**src/verilog/bowl_macros.svh**
```systemverilog
`ifndef BOWL_MACROS_SVH
`define BOWL_MACROS_SVH

// Scaled-down VGA timing, in pixel clocks and lines
`define H_ACTIVE 80
`define H_FP 4
`define H_SYNC 8
`define H_BP 8
`define H_TOTAL (`H_ACTIVE + `H_FP + `H_SYNC + `H_BP)
`define V_ACTIVE 60
`define V_FP 2
`define V_SYNC 2
`define V_BP 6
`define V_TOTAL (`V_ACTIVE + `V_FP + `V_SYNC + `V_BP)

// Lane region on screen, also the frame buffer footprint
`define REGION_X0 16
`define REGION_Y0 8
`define REGION_W 48
`define REGION_H 48
`define BUF_DEPTH (`REGION_W * `REGION_H)

`define BALL_SIZE 4
`define PIN_SIZE 2
`define PIN_ROW_Y 4
`define PIN_PITCH 4
`define NUM_PINS 10

`define COLOR_BALL 12'hF00
`define COLOR_PIN 12'hFFF
`define COLOR_LANE 12'h963

`define READ_LATENCY 2

`endif
```
**src/verilog/bowl_pkg.sv**
```systemverilog
package bowl_pkg;

  // One 12-bit pixel
  typedef struct packed {
    logic [3:0] red;
    logic [3:0] green;
    logic [3:0] blue;
  } color_t;

  typedef struct packed {
    logic [6:0] hcount;
    logic [6:0] vcount;
  } pixel_pos_t;

  // Ball position is region-relative, pins_up[i] set when pin i stands
  typedef struct packed {
    logic [6:0] ball_x;
    logic [6:0] ball_y;
    logic [9:0] pins_up;
  } scene_t;

  // All active high
  typedef struct packed {
    logic hsync;
    logic vsync;
    logic de;
  } video_sync_t;

  typedef struct packed {
    logic       wr_en;
    logic [11:0] addr;
    color_t     data;
  } buf_write_t;

  typedef enum logic [1:0] {
    IDLE,
    SWEEP,
    FINISH
  } render_state_e;

endpackage

```
**src/verilog/vga_timing.sv**
```systemverilog
`timescale 1ns/1ps
`include "bowl_macros.svh"

module vga_timing (
  input  logic                  clk_pixel,
  input  logic                  rst_n,
  output bowl_pkg::pixel_pos_t  scan_pos,
  output bowl_pkg::video_sync_t raw_sync,
  output logic                  new_frame
);

  import bowl_pkg::*;

  localparam logic [6:0] H_LAST   = 7'(`H_TOTAL - 1);
  localparam logic [6:0] V_LAST   = 7'(`V_TOTAL - 1);
  localparam logic [6:0] H_ACT    = 7'(`H_ACTIVE);
  localparam logic [6:0] V_ACT    = 7'(`V_ACTIVE);
  localparam logic [6:0] HS_START = 7'(`H_ACTIVE + `H_FP);
  localparam logic [6:0] HS_END   = 7'(`H_ACTIVE + `H_FP + `H_SYNC);
  localparam logic [6:0] VS_START = 7'(`V_ACTIVE + `V_FP);
  localparam logic [6:0] VS_END   = 7'(`V_ACTIVE + `V_FP + `V_SYNC);

  pixel_pos_t cnt;

  always_ff @(posedge clk_pixel or negedge rst_n) begin
    if (!rst_n) begin
      cnt <= '0;
    end else if (cnt.hcount == H_LAST) begin
      cnt.hcount <= '0; // End of line
      cnt.vcount <= (cnt.vcount == V_LAST) ? 7'd0 : cnt.vcount + 7'd1;
    end else begin
      cnt.hcount <= cnt.hcount + 7'd1;
    end
  end

  assign scan_pos = cnt;

  assign raw_sync.hsync = (cnt.hcount >= HS_START) && (cnt.hcount < HS_END);
  assign raw_sync.vsync = (cnt.vcount >= VS_START) && (cnt.vcount < VS_END); // Whole lines
  assign raw_sync.de    = (cnt.hcount < H_ACT) && (cnt.vcount < V_ACT);

  // Kicks off one render pass per frame
  assign new_frame = (cnt == '0);

endmodule

```
**config.mk**
```make
export PLATFORM = sky130hd
export DESIGN_NAME = vga_timing
export DESIGN_NICKNAME = d
export VERILOG_FILES = /design/src/verilog/bowl_pkg.sv /design/src/verilog/vga_timing.sv
export VERILOG_INCLUDE_DIRS = /design/src /design/src/verilog
export SDC_FILE = /design/constraint.sdc
export NUM_CORES = 1
export LEC_CHECK = 0
export BUFFER_PORTS_ARGS = -buffer_cell sky130_fd_sc_hd__buf_2
export CAP_MARGIN = 20
export CORE_MARGIN = 2
export CORE_UTILIZATION = 55
export DETAILED_ROUTE_END_ITERATION = 7
export PLACE_DENSITY_LB_ADDON = 0.15
export SYNTH_ARGS = -nofsm -noshare
export SYNTH_HDL_FRONTEND = slang
export SYNTH_SLANG_ARGS = --single-unit
```
**constraint.sdc**
```tcl
create_clock -name clk_pixel -period 4 [get_ports clk_pixel]
set_input_delay 0.6 -clock clk_pixel [delete_from_list [all_inputs] [get_ports clk_pixel]]
set_output_delay 0.6 -clock clk_pixel [all_outputs]
set_load 0.05 [all_outputs]
```
# --- Word-level counts from Yosys, hierarchy flattened ---
# Index checks and enable logic that the tools add are counted.
word_totals:
  regBits: 14
  latch_bits: 0
  mem_bits_rw: 0
  rom_bits: 0
  in_bits: 2
  output_inout_bits: 18
  wordCells: 18
  n_memories: 0
classes:
  addsub: 2
  n_mul: 0
  div: 0
  magnitude_cmp: 6
  eq_ne: 2
  shift: 0
  muxes: 2
  bitwise: 0
  n_reduce_logical: 4
op_table:
  columns: ["operator", "n"]
  rows:
  - ["less-than comparator 7 bit, second input constant", 3]
  - ["adder 7 x 1 -> 7 bit, second input constant", 2]
  - ["== test 7 bit, second input constant", 2]
  - ["logical NOT 14 bit", 1]
  - ["two-way mux 7 bit", 2]
  - ["greater-or-equal comparator 7 x 6 -> 1 bit, second input constant", 1]
  - ["greater-or-equal comparator 7 bit, second input constant", 1]
  - ["less-than comparator 7 x 6 -> 1 bit, second input constant", 1]
  - ["logical AND 1 bit", 3]

# --- Logic depth before layout (Yosys ltp) ---
# Gate-level depths: netlist of run 1.
logic_depth:
  ltp_word: 2
  mapped_depth: 6
  mapped_depth_nobuf: 5

# --- Least setup slack after synthesis of run 1 ---
# Ideal clock, no wire load.
synth_timing:
  kind: "reg-to-output"
  from: "reg cnt (netlist bit scan_pos[2])"
  to: "out raw_sync[1] (netlist bit)"
  arrival_ns: 2.199
  required_ns: 3.400
  setup_slack_ns: 1.201
  path_stages_with_launch: 4
  n_path_buf: 1
  cell_sequence: "dfrtp_1 -> clkbuf_1 -> nand4_1 -> nor3_1"
synth_rtl:
  columns: ["item", "line", "text"]
  rows:
  - ["from (decl)", "vga_timing.sv:23", "pixel_pos_t cnt;"]
  - ["to (decl)", "vga_timing.sv:8", "output bowl_pkg::video_sync_t raw_sync,"]

# --- Worst setup path after layout of run 1 ---
layout_timing:
  from: "reg cnt (netlist bit scan_pos[0])"
  to: "out new_frame"
layout_via:
  elab_chain_cells: 1
layout_lines:
  columns: ["item", "line", "text"]
  rows:
  - ["logical NOT 14 bit", "vga_timing.sv:43", "assign new_frame = (cnt == '0);"]
  - ["to (decl)", "vga_timing.sv:9", "output logic new_frame"]
# Every way passes these cells.

==> flow_summary.toml, run 1 <==
[sta]
tightest_slew_ns = 0.354
slew_headroom_pct = 76.4
clock_skew_ns = 0.000923
min_period_ns = 2.36
rsz0062_at_grt = "false"
final-hold-violation-count = 0
min_period_over_period_pct = 58.9
whs_ns = 0.197
setup-violations-final = 0
fmax_mhz = 424
setup-tns-final_ns = 0
drv_slew = 0

[synthesis]
synth_compound_area_share_pct = 5.84
yosysTopAreaCellShare_pct = 40.9
synth-simple-area-share_pct = 25.5
synth-main-ff-cell = "dfrtp_1"
synth_mux_area_share_pct = 3.80
yosys.area_share.adder_pct = 8.76
synth_top_family_by_area = "simple AND/OR/NAND/NOR gates"
ys_seq_area_share_pct = 40.9
yosys.area_share.xor_xnor_pct = 8.03
synth_enable_flop_cells = 0
ys_async_sr_fraction_pct = 100
netlist_instances = 84
synth_area_leaders = "dfrtp_1 (41%), ha_1 (8.8%), nor2_1 (4.4%), xnor2_1 (4.1%), nand4_1 (2.9%)"
synth_area_um2 = 857
synth_seq_cells = 14
synth.distinct_cells = 32
yosys_warnings = 0
syn_nets = 92
synth.avg_cell_area_um2 = 10.2
synth_top_area_cell = "dfrtp_1"

[clock_tree]
worst_skew_pair.late_latency_ns = 0.28
cts_buffer_depth = 2
cts_root_buf = "clkbuf_4"
cts.sinks = 14
cts_tree = "done"
postCtsHoldBufs = 0
clk_pin_slew_ns = 0.09
cts-resized-gates = 0
cts_max_level = 1
cts_setup_buffers = 0
numCtsBuffers = 3

[global_route]
grt_overflow = 0
grt_pass1_wl_um = 2910
grt_max_degree = 15
grt_antenna_before_repair = 0
grt_pass1_vias = 658
grtUsageTotal_pct = 21.0

[power]
power_uw = 247
vdd_drop_max_mv = 0.222
power_density_nw_per_um2 = 255
power.static_leakage_nw = 0.475

[finish]
final_cell_area_um2 = 966
layout_commonest_cell = "buf_2"
multiInputGateArea_um2 = 445
regArea_um2 = 350
antenna-diode-count = 0
nNetsFinal = 110
drive_above_1_share_pct = 30.7
stdcell_count = 117
mostFrequentLayoutCells = "buf_2 (19), dfrtp_1 (14), nor2_1 (10), ha_1 (6), inv_1 (5)"
area.growth.synth_to_final_pct = 12.7
fill_cells = 111
largest_register_ffs = 14

[floorplan]
initial_core_util_pct = 57.6
core_um2 = 1490
die_h_um = 43.5
dieWidth_um = 43.5
die_area_um2 = 1890
rows = 14
io_pins = 20

[worst_setup_path]
cp-end-kind = "output port"
critical_path_required_ns = 3.40
rrSetupSlack_ns = 2.20
r2r_end = "scan_pos[3]$_DFFE_PN0N_"
r2r.worst_path.cells = 4
startpoint_type = "register"
r2r_start = "scan_pos[7]$_DFF_PN0_"
critPathArrivalTime_ns = 1.76
worstSetupPathType = "register to output port"
cp_max_fo = 5

[detailed_routing]
finalWirelength_um = 1630
via_per_inst = 5.73
drt-pass1-iter-count = 4
drcViolationCount = 0
post_drt_wl_per_cell_um = 13.9
ant_nets = 0
vias = 670
drt_iter0_drc = 4

[placement]
hpwl_um = 1230
gp_congestion = 0.770
dp.cells = 113
numPortBuffers = 19
place_area_um2 = 930

[run]
cap_violations = 0

[min_path]
hold_path_class = "input port to async pin"

[status]
status = "complete, no violations"
==> worst max-delay path by stage <==
stage	start	to	slack, ns	depth (start not counted)
floorplan	scan_pos[2]$_DFFE_PN0N_	raw_sync[1]	1.20	3
global placement	scan_pos[0]$_DFFE_PN0N_	new_frame	2.02	5
detailed placement	scan_pos[0]$_DFFE_PN0N_	new_frame	1.93	5
CTS	scan_pos[0]$_DFFE_PN0N_	new_frame	1.61	5
global route	scan_pos[0]$_DFFE_PN0N_	new_frame	1.53	5
finish	scan_pos[0]$_DFFE_PN0N_	new_frame	1.64	5
==> cells by family (layout without fill, tap and decap cells) <==
| kind of cell | Yosys count | count (layout) |
|---|---|---|
| and+or+nand+nor | 35 | 35 |
| DFF | 14 | 14 |
| buffers and inverters | 11 | 28 |
| AOI/OAI and AO/OA | 8 | 8 |
| xor gates and xnor gates | 7 | 7 |
| adders and majority gates | 6 | 6 |
| muxes | 3 | 3 |
==> metal layers <==
layer  track usage, %  vias to the layer above  wire length [um]
met5                0                        -                 0
met4             11.5                        0                18
met3             4.17                        2                79
met2             31.6                       16               739
met1             28.5                      326               793
li1                 -                      326                 -
==> cells in the mapped netlist (2+ instances only) <==
master,n
dfrtp_1,14
nor2_1,10
ha_1,6
inv_1,5
nand3_1,4
nand4_1,4
nor3_1,4
xnor2_1,4
a21oi_1,3
nand2_1,3
and4_1,2
buf_6,2
clkbuf_1,2
o21ai_0,2
xor2_1,2
==> cell type report <==
cell class / count / area share (%)
repair buffers: 19 / 9.84
clock buffers: 4 / 3.76
flip-flops and latches: 14 / 36.3
well taps: 16 / 2.07
multi-input cells: 59 / 46.1
inverters: 5 / 1.94
==> worst max-delay path, stage by stage (launching register included) <==
cell	delay [ns]
dfrtp_1	0.43
inv_1	0.14
ha_1	0.16
nor4b_1	0.22
and4_2	0.26
buf_2	0.26
==> metrics by stage <==
stage,setup WS [ns],util (%)
2_1_floorplan,1.20,-
3_3_place_gp,2.02,62.4
3_5_place_dp,1.93,62.4
4_1_cts,1.61,64.9
5_1_grt,1.53,64.9
6_report,1.64,64.9
==> where the power goes <==
part,internal [mW],switching (mW)
clock network,0.0554,0.0471
logic,0.000357,0.00258
registers,0.141,0
No activity file was read; power rests on OpenSTA's default activity.
==> run 2: changes to the inputs <==
- CORE_UTILIZATION: 55 -> 46
- clock period: 4 -> 2.1 ns (I/O delays scaled with it)
==> flow_summary.toml, run 2 (synthesized netlist as in run 1, its figures left out) <==
[status]
status = "complete, no violations"

[finish]
nNetsFinal = 113
area.growth.synth_to_final_pct = 16.9
final_core_utilization_pct = 57.4
mostFrequentLayoutCells = "buf_2 (18), dfrtp_1 (13), nor2_1 (10), ha_1 (6)"
layout_commonest_cell = "buf_2"
drive_above_1_share_pct = 35.0
largest_register_ffs = 14
antenna-diode-count = 0
fill_cells = 148

[clock_tree]
cts_max_level = 1
cts_setup_buffers = 0
cts.sinks = 14
cts_buffer_depth = 2
cts_tree = "done"
cts_root_buf = "clkbuf_4"
clk_pin_slew_ns = 0.08
numCtsBuffers = 3
worst_skew_pair.late_latency_ns = 0.28

[placement]
hpwl_um = 1200
dp_slack_ns = 0.356
gp_congestion = 0.711
numPortBuffers = 19

[power]
power_uw = 430
power.static_leakage_nw = 0.482
vdd_drop_max_mv = 0.258
power_density_nw_per_um2 = 429

[sta]
setup-tns-final_ns = 0
final-hold-violation-count = 0
slew_headroom_pct = 74.9
drv_slew = 0
layout_setup_ws_ns = 0.111
min_period_over_period_pct = 94.7
tightest_slew_ns = 0.377
fmax_mhz = 503
setup-violations-final = 0
rsz0062_at_grt = "false"
clock_skew_ns = 0.00482
min_period_ns = 1.99

[min_path]
hold_path_class = "input port to async pin"

[worst_setup_path]
critPathSlowestCell = "dfrtp_2"
crit_family = "simple AND/OR/NAND/NOR gates"
cp_max_fo = 7
startpoint_type = "register"
critPathArrivalTime_ns = 1.67
critical_path_required_ns = 1.78
cp-end-kind = "output port"
max_stage_delay_ns = 0.45
crit_buf_inv = 2
crit_chain = "inv_1 > ha_1 > nor4b_1 > and4_2 > buf_4"
worstSetupPathType = "register to output port"

[floorplan]
rows = 15
die_area_um2 = 2220
io_pins = 20
dieWidth_um = 47.2
die_h_um = 47.2
core_um2 = 1750
initial_core_util_pct = 49.1

[global_route]
grt_overflow = 0
grt_max_degree = 15
grt_antenna_before_repair = 0
grt_pass1_vias = 612
grtUsageTotal_pct = 18.6
grt_pass1_wl_um = 2770

[detailed_routing]
ant_nets = 0
post_drt_wl_per_cell_um = 12.9
drt-pass1-iter-count = 4
finalWirelength_um = 1660
drt_iter0_drc = 6
via_per_inst = 5.20
vias = 665
drcViolationCount = 0

[run]
cap_violations = 0
-- run 2: final cells by class --
class / count / area, um^2 / share of cell area [%]
multi-input combinational: 59 / 455 / 45.4
inverter: 5 / 18.8 / 1.87
clock buffer: 3 / 22.5 / 2.25
tap: 25 / 31.3 / 3.12
timing repair buffer: 22 / 123 / 12.2
sequential: 14 / 352 / 35.1
-- run 2: per-stage QoR --
step | instances | hold WS [ns] | cell area, um^2
6_report | 128 | 0.450 | 1000
5_1_grt | 128 | 0.494 | 1000
4_1_cts | 128 | 0.455 | 998
3_5_place_dp | 124 | 0.228 | 966
3_3_place_gp | 124 | 0.227 | 966
2_1_floorplan | 84 | 0.0194 | 867
-- run 2: final timing paths --
check / start / to / slack, ns / depth (start not counted)
setup reg to reg: scan_pos[10]$_DFF_PN0_ / scan_pos[5]$_DFFE_PN0N_ / 0.40 / 4
setup / recovery: scan_pos[1]$_DFFE_PN0N_ / new_frame / 0.11 / 5
max in group asynchronous: rst_n / scan_pos[1]$_DFFE_PN0N_ / 1.39 / 2
min in group clk_pixel: scan_pos[7]$_DFF_PN0_ / scan_pos[7]$_DFF_PN0_ / 0.54 / 1
hold / removal: rst_n / scan_pos[4]$_DFFE_PN0N_ / 0.45 / 2
hold reg to reg: scan_pos[7]$_DFF_PN0_ / scan_pos[7]$_DFF_PN0_ / 0.54 / 1
-- run 2: what timing repair did --
item | CTS | global route
endpoints found under the hold margin | 14 | 0
resized for setup | 0 | 4
endpoints found under the setup margin | 0 | 1
hold buffers | 1 | 0
-- run 2: report_power, final --
| part | total (mW) | internal [mW] | switching (mW) |
|---|---|---|---|
| logic | 0.00724 | 0.00189 | 0.00535 |
| clock network | 0.153 | 0.0666 | 0.0868 |
| registers | 0.269 | 0.269 | 0 |
| total | 0.430 | 0.338 | 0.0921 |
-- run 2: per-layer routing --
layer	GRT usage, %	share of wire [%]	up-vias
li1	-	-	329
met1	26.3	52	313
met2	24.9	41	19
met3	4.62	4.5	4
met4	11.7	1.9	0
met5	0	0	-
==> run 3: changes to the inputs <==
- CORE_UTILIZATION: 46 -> 54
- CTS_BUF_LIST: unset -> sky130_fd_sc_hd__clkbuf_4
- clock period: 2.1 -> 1.87 ns (I/O delays scaled with it)
==> flow_summary.toml, run 3 (synthesized netlist as in run 1, its figures left out) <==
[worst_setup_path]
crit_chain = "nand4_1 > nor3_4 > buf_2"
cp-end-kind = "output port"
critPathSlowestCell = "dfrtp_1"
critPathArrivalTime_ns = 1.50
cp_max_fo = 7
r2r.worst_path.cells = 4
crit_family = "simple AND/OR/NAND/NOR gates"
critical_path_required_ns = 1.59
max_stage_delay_ns = 0.44
r2r_start = "scan_pos[7]$_DFF_PN0_"
cp.depth = 3
startpoint = "scan_pos[3]$_DFFE_PN0N_"
worstSetupPathType = "register to output port"
crit_buf_inv = 1
startpoint_type = "register"

[placement]
gp_congestion = 0.790
numPortBuffers = 19
dp.cells = 117
hpwl_um = 1220

[sta]
setup-violations-final = 0
setup-tns-final_ns = 0
min_period_over_period_pct = 95.4
whs_ns = 0.413
tightest_slew_ns = 0.311
final-hold-violation-count = 0
min_period_ns = 1.78
fmax_mhz = 560
slew_headroom_pct = 79.3
rsz0062_at_grt = "true"
clock_skew_ns = 0.00885
drv_slew = 0

[floorplan]
io_pins = 20
core_um2 = 1490
die_h_um = 43.8
rows = 14
initial_core_util_pct = 57.6
dieWidth_um = 43.8
die_area_um2 = 1920

[detailed_routing]
drcViolationCount = 0
post_drt_wl_per_cell_um = 13.3
finalWirelength_um = 1650
drt_iter0_drc = 25
vias = 673
ant_nets = 0
via_per_inst = 5.43
drt-pass1-iter-count = 4

[finish]
stdcell_count = 124
largest_register_ffs = 14
antenna-diode-count = 0
drive_above_1_share_pct = 45.4
area.growth.synth_to_final_pct = 23.8
mostFrequentLayoutCells = "buf_2 (18), nor2_1 (9), dfrtp_1 (7), dfrtp_2 (7)"
layout_commonest_cell = "buf_2"
nNetsFinal = 117

[status]
status = "complete, no violations"

[power]
p_sw_share_pct = 20.4
intPower_uw = 402
power_uw = 505
seqPwrFrac_pct = 59.9
power_density_nw_per_um2 = 476
power_frac_clock_pct = 38.5
vdd_drop_max_mv = 0.349
power.static_leakage_nw = 0.520
p_switching_uw = 103
p_comb_share_pct = 1.6

[clock_tree]
cts_tree = "done"
cts.sinks = 14
cts_root_buf = "clkbuf_4"
numCtsBuffers = 3
worst_skew_pair.late_latency_ns = 0.28
clk_pin_slew_ns = 0.09
cts_buffer_depth = 2
cts_max_level = 1

[min_path]
hold_path_class = "input port to async pin"

[global_route]
grt_pass1_vias = 661
grt_overflow = 0
grt_pass1_wl_um = 3010
grt_antenna_before_repair = 0
grtUsageTotal_pct = 22.1
grt_max_degree = 15

[run]
cap_violations = 0
==> run 3: cell count changes in the layout (fill, tap and decap cells not counted) <==
cell      before  now
buf_6          0    1
clkbuf_4       3    4
buf_4          3    6
nor2_1        10    9
nor4b_2        0    1
nor3_2         2    0
nor3_4         1    3
dfrtp_2        1    7
dfrtp_1       13    7
nor4b_1        1    0
nor2_2         0    1
==> run 3: area by class of cell <==
cell class	count	area, um^2
inverters	5	18.8
multi-input cells	59	477
fillers	116	428
well taps	16	20.0
repair buffers	26	156
clock buffers	4	30.0
flip-flops and latches	14	359
==> run 3: what timing repair did <==
action / in CTS / in global routing
buffers inserted: 2 / 0
hold endpoints to repair: 14 / 0
hold buffers: 1 / 0
gates resized for setup: 4 / 2
endpoints found under the setup margin: 1 / 2
pin swaps: 0 / 1
==> run 3: path summary, 6_finish.rpt <==
path,end,slack (ns)
worst min register to register,scan_pos[7]$_DFF_PN0_,0.51
worst max register to register,scan_pos[5]$_DFFE_PN0N_,0.16
max in group asynchronous,scan_pos[1]$_DFFE_PN0N_,1.19
min in group clk_pixel,scan_pos[7]$_DFF_PN0_,0.51
worst min-delay path,scan_pos[10]$_DFF_PN0_,0.41
worst max-delay path,raw_sync[1],0.09
==> run 3: metal layers <==
layer	wire length [um]	share of wire [%]	global-route usage, %	vias up
li1	-	-	-	337
met1	830	50	31.6	312
met2	746	45	31.5	24
met3	76	4.6	5.00	0
met4	0	0	10.9	0
met5	0	0	0	-
==> run 3: power by group through the flow <==
stage / combinational, mW / sequential, mW / clock (mW)
after floorplan: 0.000000226 / 0.308 / 0
after global placement: 0.00677 / 0.308 / 0
after detailed placement: 0.00674 / 0.308 / 0
after CTS: 0.00833 / 0.302 / 0.201
after global routing: 0.00962 / 0.302 / 0.216
final: 0.00792 / 0.302 / 0.195
==> run 3: metrics by stage <==
step	cell area [um^2]	util, %	setup WS, ns
final	1060	71.3	0.0851
after floorplan	890	-	-0.0439
after CTS	1050	70.8	0.0267
after global placement	991	66.6	0.209
after global routing	1060	71.3	0.00993
after detailed placement	991	66.6	0.167
